### src/rtl/rv_exec_pkg.sv
`default_nettype none

package rv_exec_pkg;

    typedef logic [31:0] xlen_t;
    typedef logic [31:0] inst_t;
    typedef logic [4:0]  reg_addr_t;

    localparam int NUM_REGS = 32;

    typedef enum logic [6:0] {
        LUI    = 7'b0110111,
        AUIPC  = 7'b0010111,
        JAL    = 7'b1101111,
        JALR   = 7'b1100111,
        BRANCH = 7'b1100011,
        LOAD   = 7'b0000011,
        STORE  = 7'b0100011,
        OP_IMM = 7'b0010011,
        OP     = 7'b0110011,
        FENCE  = 7'b0001111,
        SYSTEM = 7'b1110011
    } opcode_t;

    typedef enum logic [2:0] {I_IMMED, S_IMMED, B_IMMED, U_IMMED, J_IMMED} immed_type_t;
    typedef enum logic [1:0] {RS1, CURR_PC, ZERO} alu_a_src_t;
    typedef enum logic {RS2, IMMED} alu_b_src_t;
    typedef enum logic [1:0] {ALU, NEXT_PC, MEM, CSR} reg_src_t;
    typedef enum logic [2:0] {PC_PLUS_4, ALU_OUT, LSB_ZERO, CSR_MTVEC, CSR_MEPC} pc_src_t;

    // {funct7[5], funct3}
    typedef enum logic [3:0] {
        ADD  = 4'b0000,
        SUB  = 4'b1000,
        SLL  = 4'b0001,
        SLT  = 4'b0010,
        SLTU = 4'b0011,
        XOR  = 4'b0100,
        SRL  = 4'b0101,
        SRA  = 4'b1101,
        OR   = 4'b0110,
        AND  = 4'b0111
    } alu_op_t;

    localparam logic [2:0] FUNCT3_SR = 3'b101;

    // Access size in funct3[1:0]
    localparam logic [1:0] WORD = 2'b10;
    localparam logic [1:0] HALF = 2'b01;

    localparam logic [11:0] ECALL  = 12'h000;
    localparam logic [11:0] EBREAK = 12'h001;
    localparam logic [11:0] MRET   = 12'h302;

    typedef enum logic [2:0] {
        EXC_NONE,
        EXC_ILLEGAL,
        EXC_INST_MISALIGN,
        EXC_LOAD_MISALIGN,
        EXC_STORE_MISALIGN,
        EXC_ECALL,
        EXC_EBREAK
    } exc_t;

    localparam xlen_t TRAP_VECTOR = 32'h0000_0040;

    typedef struct packed {
        logic  valid;
        xlen_t pc;
        inst_t inst;
        xlen_t rs1_val;
        xlen_t rs2_val;
    } op_stage_t;

    typedef struct packed {
        logic      valid;
        xlen_t     pc;
        xlen_t     next_pc;
        logic      rd_we;
        reg_addr_t rd_addr;
        xlen_t     rd_data;
        exc_t      exc;
    } retire_t;

    typedef struct packed {
        logic      we;
        reg_addr_t addr;
        xlen_t     data;
    } wb_t;

endpackage

`default_nettype wire

### src/rtl/alu.sv
`timescale 1ns/1ps
`default_nettype none

module alu (
    input  wire rv_exec_pkg::xlen_t   a,
    input  wire rv_exec_pkg::xlen_t   b,
    input  wire rv_exec_pkg::alu_op_t op,
    output rv_exec_pkg::xlen_t        y
);

    logic [4:0] shamt;

    assign shamt = b[4:0];

    always_comb begin
        case (op)
            rv_exec_pkg::ADD:  y = a + b;
            rv_exec_pkg::SUB:  y = a - b;
            rv_exec_pkg::SLL:  y = a << shamt;
            rv_exec_pkg::SLT:  y = {31'b0, $signed(a) < $signed(b)};
            rv_exec_pkg::SLTU: y = {31'b0, a < b};
            rv_exec_pkg::XOR:  y = a ^ b;
            rv_exec_pkg::SRL:  y = a >> shamt;
            rv_exec_pkg::SRA:  y = rv_exec_pkg::xlen_t'($signed(a) >>> shamt);
            rv_exec_pkg::OR:   y = a | b;
            rv_exec_pkg::AND:  y = a & b;
            // Unused funct7 combinations
            default:           y = '0;
        endcase
    end

endmodule

`default_nettype wire

### src/rtl/decoder.sv
`timescale 1ns/1ps
`default_nettype none

module decoder (
    input  wire rv_exec_pkg::inst_t  inst,
    input  wire                      take_branch,
    input  wire                      trap_start,
    input  wire                      trap_finish,
    input  wire rv_exec_pkg::xlen_t  alu_out,
    output rv_exec_pkg::immed_type_t immed_type,
    output rv_exec_pkg::alu_a_src_t  alu_a_src,
    output rv_exec_pkg::alu_b_src_t  alu_b_src,
    output rv_exec_pkg::alu_op_t     alu_op,
    output rv_exec_pkg::reg_src_t    reg_src,
    output rv_exec_pkg::pc_src_t     pc_src,
    output logic                     illegal_inst,
    output logic                     inst_addr_misalign,
    output logic                     load_addr_misalign,
    output logic                     store_addr_misalign,
    output logic                     env_call,
    output logic                     env_break
);

    rv_exec_pkg::opcode_t opcode;
    logic [2:0]           funct3;
    logic                 funct7_b5;

    assign opcode    = rv_exec_pkg::opcode_t'(inst[6:0]);
    assign funct3    = inst[14:12];
    assign funct7_b5 = inst[30];

    always_comb begin
        unique case (opcode)
            rv_exec_pkg::LUI, rv_exec_pkg::AUIPC: immed_type = rv_exec_pkg::U_IMMED;
            rv_exec_pkg::JAL:    immed_type = rv_exec_pkg::J_IMMED;
            rv_exec_pkg::BRANCH: immed_type = rv_exec_pkg::B_IMMED;
            rv_exec_pkg::STORE:  immed_type = rv_exec_pkg::S_IMMED;
            default:             immed_type = rv_exec_pkg::I_IMMED;
        endcase
    end

    // Operand selects
    always_comb begin
        alu_a_src = rv_exec_pkg::RS1;
        alu_b_src = rv_exec_pkg::IMMED;
        unique case (opcode)
            rv_exec_pkg::LUI: alu_a_src = rv_exec_pkg::ZERO;
            rv_exec_pkg::AUIPC, rv_exec_pkg::JAL, rv_exec_pkg::BRANCH:
                alu_a_src = rv_exec_pkg::CURR_PC;
            rv_exec_pkg::OP: alu_b_src = rv_exec_pkg::RS2;
            default: ;
        endcase
    end

    always_comb begin
        unique case (opcode)
            rv_exec_pkg::JAL, rv_exec_pkg::JALR:   reg_src = rv_exec_pkg::NEXT_PC;
            rv_exec_pkg::LOAD, rv_exec_pkg::STORE: reg_src = rv_exec_pkg::MEM;
            rv_exec_pkg::SYSTEM:                   reg_src = rv_exec_pkg::CSR;
            default:                               reg_src = rv_exec_pkg::ALU;
        endcase
    end

    // Traps override the opcode
    always_comb begin
        if (trap_start) begin
            pc_src = rv_exec_pkg::CSR_MTVEC;
        end else if (trap_finish) begin
            pc_src = rv_exec_pkg::CSR_MEPC;
        end else begin
            unique case (opcode)
                rv_exec_pkg::JAL:    pc_src = rv_exec_pkg::ALU_OUT;
                rv_exec_pkg::JALR:   pc_src = rv_exec_pkg::LSB_ZERO;
                rv_exec_pkg::BRANCH:
                    pc_src = take_branch ? rv_exec_pkg::ALU_OUT : rv_exec_pkg::PC_PLUS_4;
                default:             pc_src = rv_exec_pkg::PC_PLUS_4;
            endcase
        end
    end

    always_comb begin
        unique case (opcode)
            rv_exec_pkg::OP: alu_op = rv_exec_pkg::alu_op_t'({funct7_b5, funct3});
            // Only SRAI carries funct7[5]
            rv_exec_pkg::OP_IMM:
                alu_op = rv_exec_pkg::alu_op_t'({funct3 == rv_exec_pkg::FUNCT3_SR && funct7_b5,
                                                 funct3});
            default: alu_op = rv_exec_pkg::ADD;
        endcase
    end

    always_comb begin
        illegal_inst        = 1'b0;
        inst_addr_misalign  = 1'b0;
        load_addr_misalign  = 1'b0;
        store_addr_misalign = 1'b0;
        env_call            = 1'b0;
        env_break           = 1'b0;
        unique case (opcode)
            rv_exec_pkg::LUI, rv_exec_pkg::AUIPC, rv_exec_pkg::OP_IMM, rv_exec_pkg::OP,
            rv_exec_pkg::FENCE: ;
            rv_exec_pkg::JAL:    inst_addr_misalign = alu_out[1:0] != 2'b00;
            rv_exec_pkg::JALR:   inst_addr_misalign = alu_out[1];
            rv_exec_pkg::BRANCH: inst_addr_misalign = take_branch && alu_out[1:0] != 2'b00;
            rv_exec_pkg::LOAD: begin
                if (inst[13:12] == rv_exec_pkg::WORD) load_addr_misalign = |alu_out[1:0];
                if (inst[13:12] == rv_exec_pkg::HALF) load_addr_misalign = alu_out[0];
            end
            rv_exec_pkg::STORE: begin
                if (inst[13:12] == rv_exec_pkg::WORD) store_addr_misalign = |alu_out[1:0];
                if (inst[13:12] == rv_exec_pkg::HALF) store_addr_misalign = alu_out[0];
            end
            rv_exec_pkg::SYSTEM: begin
                // Nonzero funct3 is a CSR access
                if (funct3 == 3'b000) begin
                    case (inst[31:20])
                        rv_exec_pkg::MRET:   ;
                        rv_exec_pkg::ECALL:  env_call = 1'b1;
                        rv_exec_pkg::EBREAK: env_break = 1'b1;
                        default:             illegal_inst = 1'b1;
                    endcase
                end
            end
            default: illegal_inst = 1'b1;
        endcase
    end

endmodule

`default_nettype wire

### src/rtl/execute_stage.sv
`timescale 1ns/1ps
`default_nettype none

module execute_stage (
    input  wire                         clk,
    input  wire                         rst_n,
    input  wire rv_exec_pkg::op_stage_t op,
    output rv_exec_pkg::wb_t            wb,
    output rv_exec_pkg::retire_t        retire
);

    rv_exec_pkg::opcode_t     opcode;
    logic [2:0]               funct3;
    rv_exec_pkg::immed_type_t immed_type;
    rv_exec_pkg::alu_a_src_t  alu_a_src;
    rv_exec_pkg::alu_b_src_t  alu_b_src;
    rv_exec_pkg::alu_op_t     alu_op;
    rv_exec_pkg::reg_src_t    reg_src;
    rv_exec_pkg::pc_src_t     pc_src;
    logic                     illegal_inst;
    logic                     inst_addr_misalign;
    logic                     load_addr_misalign;
    logic                     store_addr_misalign;
    logic                     env_call;
    logic                     env_break;
    logic                     take_branch;
    logic                     trap_start;
    logic                     trap_finish;
    logic                     writes_rd;
    rv_exec_pkg::xlen_t       imm;
    rv_exec_pkg::xlen_t       alu_a;
    rv_exec_pkg::xlen_t       alu_b;
    rv_exec_pkg::xlen_t       alu_y;
    rv_exec_pkg::xlen_t       pc_plus_4;
    rv_exec_pkg::xlen_t       next_pc;
    rv_exec_pkg::xlen_t       rd_data;
    rv_exec_pkg::xlen_t       mepc;
    rv_exec_pkg::exc_t        exc;

    assign opcode    = rv_exec_pkg::opcode_t'(op.inst[6:0]);
    assign funct3    = op.inst[14:12];
    assign pc_plus_4 = op.pc + 32'd4;

    decoder u_decoder (
        .inst                (op.inst),
        .take_branch         (take_branch),
        .trap_start          (trap_start),
        .trap_finish         (trap_finish),
        .alu_out             (alu_y),
        .immed_type          (immed_type),
        .alu_a_src           (alu_a_src),
        .alu_b_src           (alu_b_src),
        .alu_op              (alu_op),
        .reg_src             (reg_src),
        .pc_src              (pc_src),
        .illegal_inst        (illegal_inst),
        .inst_addr_misalign  (inst_addr_misalign),
        .load_addr_misalign  (load_addr_misalign),
        .store_addr_misalign (store_addr_misalign),
        .env_call            (env_call),
        .env_break           (env_break)
    );

    always_comb begin
        case (immed_type)
            rv_exec_pkg::S_IMMED: imm = {{20{op.inst[31]}}, op.inst[31:25], op.inst[11:7]};
            rv_exec_pkg::B_IMMED: imm = {{19{op.inst[31]}}, op.inst[31], op.inst[7],
                                         op.inst[30:25], op.inst[11:8], 1'b0};
            rv_exec_pkg::U_IMMED: imm = {op.inst[31:12], 12'b0};
            rv_exec_pkg::J_IMMED: imm = {{11{op.inst[31]}}, op.inst[31], op.inst[19:12],
                                         op.inst[20], op.inst[30:21], 1'b0};
            default:              imm = {{20{op.inst[31]}}, op.inst[31:20]};
        endcase
    end

    assign alu_a = (alu_a_src == rv_exec_pkg::CURR_PC) ? op.pc :
                   (alu_a_src == rv_exec_pkg::ZERO)    ? '0 : op.rs1_val;
    assign alu_b = (alu_b_src == rv_exec_pkg::IMMED) ? imm : op.rs2_val;

    alu u_alu (
        .a  (alu_a),
        .b  (alu_b),
        .op (alu_op),
        .y  (alu_y)
    );

    always_comb begin
        case (funct3)
            3'b000:  take_branch = op.rs1_val == op.rs2_val;
            3'b001:  take_branch = op.rs1_val != op.rs2_val;
            3'b100:  take_branch = $signed(op.rs1_val) < $signed(op.rs2_val);
            3'b101:  take_branch = $signed(op.rs1_val) >= $signed(op.rs2_val);
            3'b110:  take_branch = op.rs1_val < op.rs2_val;
            3'b111:  take_branch = op.rs1_val >= op.rs2_val;
            default: take_branch = 1'b0;
        endcase
    end

    assign trap_start  = illegal_inst | inst_addr_misalign | load_addr_misalign |
                         store_addr_misalign | env_call | env_break;
    assign trap_finish = opcode == rv_exec_pkg::SYSTEM && funct3 == 3'b000 &&
                         op.inst[31:20] == rv_exec_pkg::MRET;

    always_comb begin
        if (illegal_inst)             exc = rv_exec_pkg::EXC_ILLEGAL;
        else if (inst_addr_misalign)  exc = rv_exec_pkg::EXC_INST_MISALIGN;
        else if (load_addr_misalign)  exc = rv_exec_pkg::EXC_LOAD_MISALIGN;
        else if (store_addr_misalign) exc = rv_exec_pkg::EXC_STORE_MISALIGN;
        else if (env_call)            exc = rv_exec_pkg::EXC_ECALL;
        else if (env_break)           exc = rv_exec_pkg::EXC_EBREAK;
        else                          exc = rv_exec_pkg::EXC_NONE;
    end

    // Branches, stores, loads and FENCE leave rd alone
    always_comb begin
        case (opcode)
            rv_exec_pkg::LUI, rv_exec_pkg::AUIPC, rv_exec_pkg::JAL, rv_exec_pkg::JALR,
            rv_exec_pkg::OP_IMM, rv_exec_pkg::OP, rv_exec_pkg::SYSTEM: writes_rd = 1'b1;
            default: writes_rd = 1'b0;
        endcase
    end

    always_comb begin
        case (reg_src)
            rv_exec_pkg::NEXT_PC: rd_data = pc_plus_4;
            rv_exec_pkg::CSR:     rd_data = '0;
            default:              rd_data = alu_y;
        endcase
    end

    always_comb begin
        case (pc_src)
            rv_exec_pkg::ALU_OUT:   next_pc = alu_y;
            rv_exec_pkg::LSB_ZERO:  next_pc = {alu_y[31:1], 1'b0};
            rv_exec_pkg::CSR_MTVEC: next_pc = rv_exec_pkg::TRAP_VECTOR;
            rv_exec_pkg::CSR_MEPC:  next_pc = mepc;
            default:                next_pc = pc_plus_4;
        endcase
    end

    assign wb = '{we:   op.valid && writes_rd && !trap_start && op.inst[11:7] != '0,
                  addr: op.inst[11:7],
                  data: rd_data};

    always_ff @(posedge clk or negedge rst_n) begin
        if (!rst_n) begin
            mepc   <= '0;
            retire <= '0;
        end else begin
            if (op.valid && trap_start) begin
                mepc <= op.pc;
            end
            retire <= '{valid: op.valid, pc: op.pc, next_pc: next_pc, rd_we: wb.we,
                        rd_addr: op.inst[11:7], rd_data: rd_data, exc: exc};
        end
    end

endmodule

`default_nettype wire

### src/rtl/operand_stage.sv
`timescale 1ns/1ps
`default_nettype none

module operand_stage (
    input  wire                         clk,
    input  wire                         rst_n,
    input  wire                         inst_valid,
    input  wire rv_exec_pkg::inst_t     inst,
    input  wire rv_exec_pkg::xlen_t     pc,
    input  wire rv_exec_pkg::xlen_t     rs1_data,
    input  wire rv_exec_pkg::xlen_t     rs2_data,
    input  wire rv_exec_pkg::wb_t       wb,
    output rv_exec_pkg::reg_addr_t      rs1_addr,
    output rv_exec_pkg::reg_addr_t      rs2_addr,
    output rv_exec_pkg::op_stage_t      op
);

    rv_exec_pkg::xlen_t rs1_val;
    rv_exec_pkg::xlen_t rs2_val;

    assign rs1_addr = inst[19:15];
    assign rs2_addr = inst[24:20];

    // Bypass from the instruction in execute
    assign rs1_val = (wb.we && wb.addr == rs1_addr) ? wb.data : rs1_data;
    assign rs2_val = (wb.we && wb.addr == rs2_addr) ? wb.data : rs2_data;

    always_ff @(posedge clk or negedge rst_n) begin
        if (!rst_n) begin
            op <= '0;
        end else if (inst_valid) begin
            op <= '{valid: 1'b1, pc: pc, inst: inst, rs1_val: rs1_val, rs2_val: rs2_val};
        end else begin
            op.valid <= 1'b0;
        end
    end

endmodule

`default_nettype wire

### src/rtl/reg_file.sv
`timescale 1ns/1ps
`default_nettype none

module reg_file (
    input  wire                         clk,
    input  wire                         rst_n,
    input  wire rv_exec_pkg::reg_addr_t rs1_addr,
    input  wire rv_exec_pkg::reg_addr_t rs2_addr,
    input  wire rv_exec_pkg::wb_t       wb,
    output rv_exec_pkg::xlen_t          rs1_data,
    output rv_exec_pkg::xlen_t          rs2_data
);

    rv_exec_pkg::xlen_t regs [rv_exec_pkg::NUM_REGS];

    // x0 stays at its reset value
    always_ff @(posedge clk or negedge rst_n) begin
        if (!rst_n) begin
            for (int i = 0; i < rv_exec_pkg::NUM_REGS; i++) begin
                regs[i] <= '0;
            end
        end else if (wb.we && wb.addr != '0) begin
            regs[wb.addr] <= wb.data;
        end
    end

    assign rs1_data = regs[rs1_addr];
    assign rs2_data = regs[rs2_addr];

endmodule

`default_nettype wire

### src/rtl/rv_exec_top.sv
`timescale 1ns/1ps
`default_nettype none

module rv_exec_top (
    input  wire                     clk,
    input  wire                     rst_n,
    input  wire                     inst_valid,
    input  wire rv_exec_pkg::inst_t inst,
    input  wire rv_exec_pkg::xlen_t pc,
    output rv_exec_pkg::retire_t    retire
);

    rv_exec_pkg::reg_addr_t rs1_addr;
    rv_exec_pkg::reg_addr_t rs2_addr;
    rv_exec_pkg::xlen_t     rs1_data;
    rv_exec_pkg::xlen_t     rs2_data;
    rv_exec_pkg::op_stage_t op;
    rv_exec_pkg::wb_t       wb;

    operand_stage u_operand_stage (
        .clk        (clk),
        .rst_n      (rst_n),
        .inst_valid (inst_valid),
        .inst       (inst),
        .pc         (pc),
        .rs1_data   (rs1_data),
        .rs2_data   (rs2_data),
        .wb         (wb),
        .rs1_addr   (rs1_addr),
        .rs2_addr   (rs2_addr),
        .op         (op)
    );

    reg_file u_reg_file (
        .clk      (clk),
        .rst_n    (rst_n),
        .rs1_addr (rs1_addr),
        .rs2_addr (rs2_addr),
        .wb       (wb),
        .rs1_data (rs1_data),
        .rs2_data (rs2_data)
    );

    execute_stage u_execute_stage (
        .clk    (clk),
        .rst_n  (rst_n),
        .op     (op),
        .wb     (wb),
        .retire (retire)
    );

endmodule

`default_nettype wire

### config.mk
export PLATFORM = sky130hd
export DESIGN_NAME = rv_exec_top
export DESIGN_NICKNAME = d
export VERILOG_FILES = /design/src/rtl/rv_exec_pkg.sv /design/src/rtl/alu.sv /design/src/rtl/decoder.sv /design/src/rtl/execute_stage.sv /design/src/rtl/operand_stage.sv /design/src/rtl/reg_file.sv /design/src/rtl/rv_exec_top.sv
export SDC_FILE = /design/constraint.sdc
export NUM_CORES = 2
export LEC_CHECK = 0
export ABC_AREA = 1
export BUFFER_PORTS_ARGS = -buffer_cell sky130_fd_sc_hd__buf_2
export CAP_MARGIN = 20
export CORE_MARGIN = 5
export CORE_UTILIZATION = 30
export CTS_CLUSTER_DIAMETER = 100
export CTS_CLUSTER_SIZE = 12
export DETAILED_ROUTE_END_ITERATION = 12
export SKIP_LAST_GASP = 1
export SYNTH_ARGS = -nofsm -noshare
export SYNTH_HDL_FRONTEND = slang
export SYNTH_SLANG_ARGS = --single-unit
### constraint.sdc
create_clock -name clk -period 10.2 [get_ports clk]
set_input_delay 0 -clock clk [delete_from_list [all_inputs] [get_ports clk]]
set_output_delay 0 -clock clk [all_outputs]
set_load 0.01 [all_outputs]
==> results.md <==
* Die span in y at 526 um
* # Max-Cap Violations at 0
* Drt drc at 0
* Routed wire length per instance at 27.3 um
* Synthesis-stage register bit count at 1291
* HP Start: inst[20]
* Reg-to-Reg End: u_execute_stage.mepc[30]
* Final setup viols at 0
* Port Buf Inserts at 172
* Number of global-route vias before repair at 77578
* Fin nets at 11314
* Fraction of registers with async set/reset at 100%
* Worst path required time at 10.84 ns
* Layout cell share with drive strength beyond 1 at 6.13%
* Clock Skew at 0.0948 ns
* Postcts setup bufs at 0
* Leak at 40.9 nW
* Post-synth top flop: dfrtp_1
* Worst path slowest cell: buf_4
* Tcrit/Tclk final at 77.3%
* Clock tree buffer depth at 4
* Cell area after synthesis at 79800 um2
* 1st-iter DRT viols at 13052
* Most frequent cells in the layout: 2710 x nand2_1, 1552 x nand3_1, 1344 x o21ai_0, 1291 x dfrtp_1, 861 x a21oi_1
* First-pass GRT wire length at 572000 um
* Mapped Cells at 11389
* 1st-pass router iterations at 7
* Worst Hold Path EP: u_operand_stage.op[84]
* Largest family of logic cells by synthesized area: simple AND/OR/NAND/NOR gates
* Post-synthesis cell type count at 58
* Register area share after synthesis at 40.5%
* H-tree depth at 4
* CP startpoint kind: flip-flop
* Reg2reg setup slack at 2.31 ns
* Largest net degree at the start of global routing at 208
* Clk Latency, worst-skew pair at 0.87 ns
* Post-synth EDFFs at 0
* Max-slew headroom at 14.0%
* P per Cell Area at 164 nW/um2
* HPWL Detailed at 253000 um
* Root Driver: clkbuf_16
* Syn_nets at 11588
* Final min period at 7.89 ns
* ANT nets after route at 0
* Die Wd at 526 um
* Commonest non-fill, non-tap cell in the layout: nand2_1
* Final hold vios at 0
* Post-synthesis area per instance at 7.00 um2
* Ys Warns at 0
* Simple-Gate Fraction of Synth Area at 27.4%
* Outcome: complete, no violations
* Via density at 5.79
* Final Wtd Congestion at 1.08
* Vias at 85006
* GRT Total Usage at 27.7%
* Detailed Route WL at 401000 um
* Xor/xnor cell area share of the yosys netlist at 0.351%
* Multiplexer share of the synthesized area at 0.0125%
* Slew @ Worst Pin at 1.29 ns
* Adder-cell share of the synthesized area at 2.09%
* Max VDD drop at 0.128 mV
* CTS tree: built
* Unrepaired setup endpoints after global routing: false
* Worst Setup Path Type: reg -> reg
* Die ar. at 276000 um2
* Core Area at 265000 um2
* Hold Path Class: in -> reg
* Critical Path Max Stage Delay at 0.66 ns
* Fin. max-slew vios at 0
* Clock-pin slew on the worst setup and hold paths at 0.06 ns
* Most frequent cell on the critical path: nand2_1
* Initial core utilization at 30.1%
* TNS Setup at 0 ns
* Hold path depth at 4
* Final Power at 0.0146 W
* CP endpoint kind: flip-flop
* I/O pin total at 173
* Area grow syn2layout at 11.5%
* Compound-Gate Fraction of Synth Area at 20.6%
* CP Max Fanout at 69
* R2R cell count at 35
* Clock Sinks at 1291
* # rows at 189
* Remaining global-route overflow at 0
* Fmax at 0.127 GHz
* Num CTS Buffers at 140
* Arrival time worst endpoint at 8.53 ns
* Antenna violations before repair at 21
* RR Startpoint: u_operand_stage.op[70]
-- timing repair --
| action | 4_1_cts | 5_1_grt |
|---|---|---|
| setup endpoints to repair | 0 | 0 |
| hold buffers | 190 | 0 |
| endpoints found under the hold margin | 302 | 0 |
| resized for setup | 0 | 0 |
-- worst max path at each step --
stage | start | to | cells past startpoint
detailed placement | u_operand_stage.op[70] | u_execute_stage.mepc[3] | 35
global route | u_operand_stage.op[70] | u_execute_stage.mepc[3] | 35
CTS | u_operand_stage.op[70] | u_execute_stage.mepc[30] | 35
floorplan | u_operand_stage.op[65] | u_reg_file.regs[287] | 35
finish | u_operand_stage.op[70] | u_execute_stage.mepc[30] | 35
global placement | u_operand_stage.op[70] | u_execute_stage.mepc[28] | 35
-- critical path, delay by kind of cell, from the launching register on --
kind,cells,cell delay (ns)
xor+xnor,1,0.24
buf+inv,5,1.97
fa+ha+maj,2,0.78
compound gates,1,0.06
flops,1,0.50
simple gates,26,3.85
-- kinds of logic after synthesis --
logic type / Yosys count
simple gates: 5078
compound gates: 3039
buf+inv: 1816
flops: 1291
fa+ha+maj: 132
xor+xnor: 32
mux: 1
-- cell usage after synthesis (3+ instances only) --
cell type  count  share of area (%)
nand2_2       10              0.078
ha_1         130                2.0
nor2_1       503                2.4
o2111ai_1     11               0.12
o31ai_1        3              0.028
a31oi_1        9              0.071
or2_1          4              0.031
or2_2         12              0.094
a21oi_1      884                5.5
buf_2        120               0.75
a211oi_1       5              0.047
o211ai_1     251                2.4
dfrtp_1     1291                 40
inv_2         25               0.12
buf_4         66               0.62
nand3_1     1552                9.7
o21bai_1       8              0.075
a311oi_1       3              0.033
nand4_1      191                1.5
a221oi_1      12               0.13
nand2_4       14               0.20
inv_1        773                3.6
a21o_1         3              0.028
o221ai_1      79               0.87
buf_1         94               0.44
nor3_1        36               0.23
o21ai_1      357                2.2
clkinv_1      37               0.17
o22ai_1       33               0.26
nor4_1        16               0.13
a2111oi_0      3              0.033
nor2_4         3              0.042
o21ai_0     1344                8.4
xor2_1        31               0.34
clkbuf_1     697                3.3
a22oi_1       16               0.15
nand2_1     2723                 13
o21a_1        11               0.10
and2_1         3              0.024
-- state kept, by name (all words and copies together), names as in the netlist --
name                    count
u_reg_file.regs          1024
u_operand_stage.op        129
u_execute_stage.mepc       32
u_execute_stage.retire    106
-- stage by stage --
step / instance area (um2) / worst slack, ns / hold slack, ns / util [%] / cells
finish: 89000 / 2.31 / 0.0757 / 33.6 / 14686
global route: 88900 / 1.82 / 0.0995 / 33.6 / 14669
CTS: 88800 / 2.59 / 0.0354 / 33.5 / 14665
detailed placement: 83100 / 2.68 / 0.0685 / 31.4 / 14312
global placement: 83100 / 2.75 / 0.0672 / 31.4 / 14312
floorplan: 79800 / 5.13 / -0.296 / - / 11389
-- report_power, final --
part / leakage, nW / switching [W] / total, W / internal, W
Combinational: 21.4 / 0.00333 / 0.00423 / 0.000894
Sequential: 17.6 / 0.000198 / 0.00547 / 0.00527
Clock: 1.89 / 0.00226 / 0.00487 / 0.00260
-- layer usage --
layer  vias up  part of all wire (%)  GRT usage [%]
met2      5216                    42           40.7
met5         -                 0.018              0
met4        12                   6.8           16.0
li1      37827                     -              -
met1     40801                    40           37.0
met3      1150                    11           6.80
-- final cells by class --
type | count | area (um2)
multi-input cells | 8282 | 40600
fillers | 28573 | 176000
clock inverters | 17 | 250
inverters | 836 | 3170
well taps | 3533 | 4420
clock buffers | 146 | 3590
repair buffers | 564 | 4550
flip-flops and latches | 1291 | 32300
diodes | 17 | 42.5
Power figures use the tool's default switching activity.
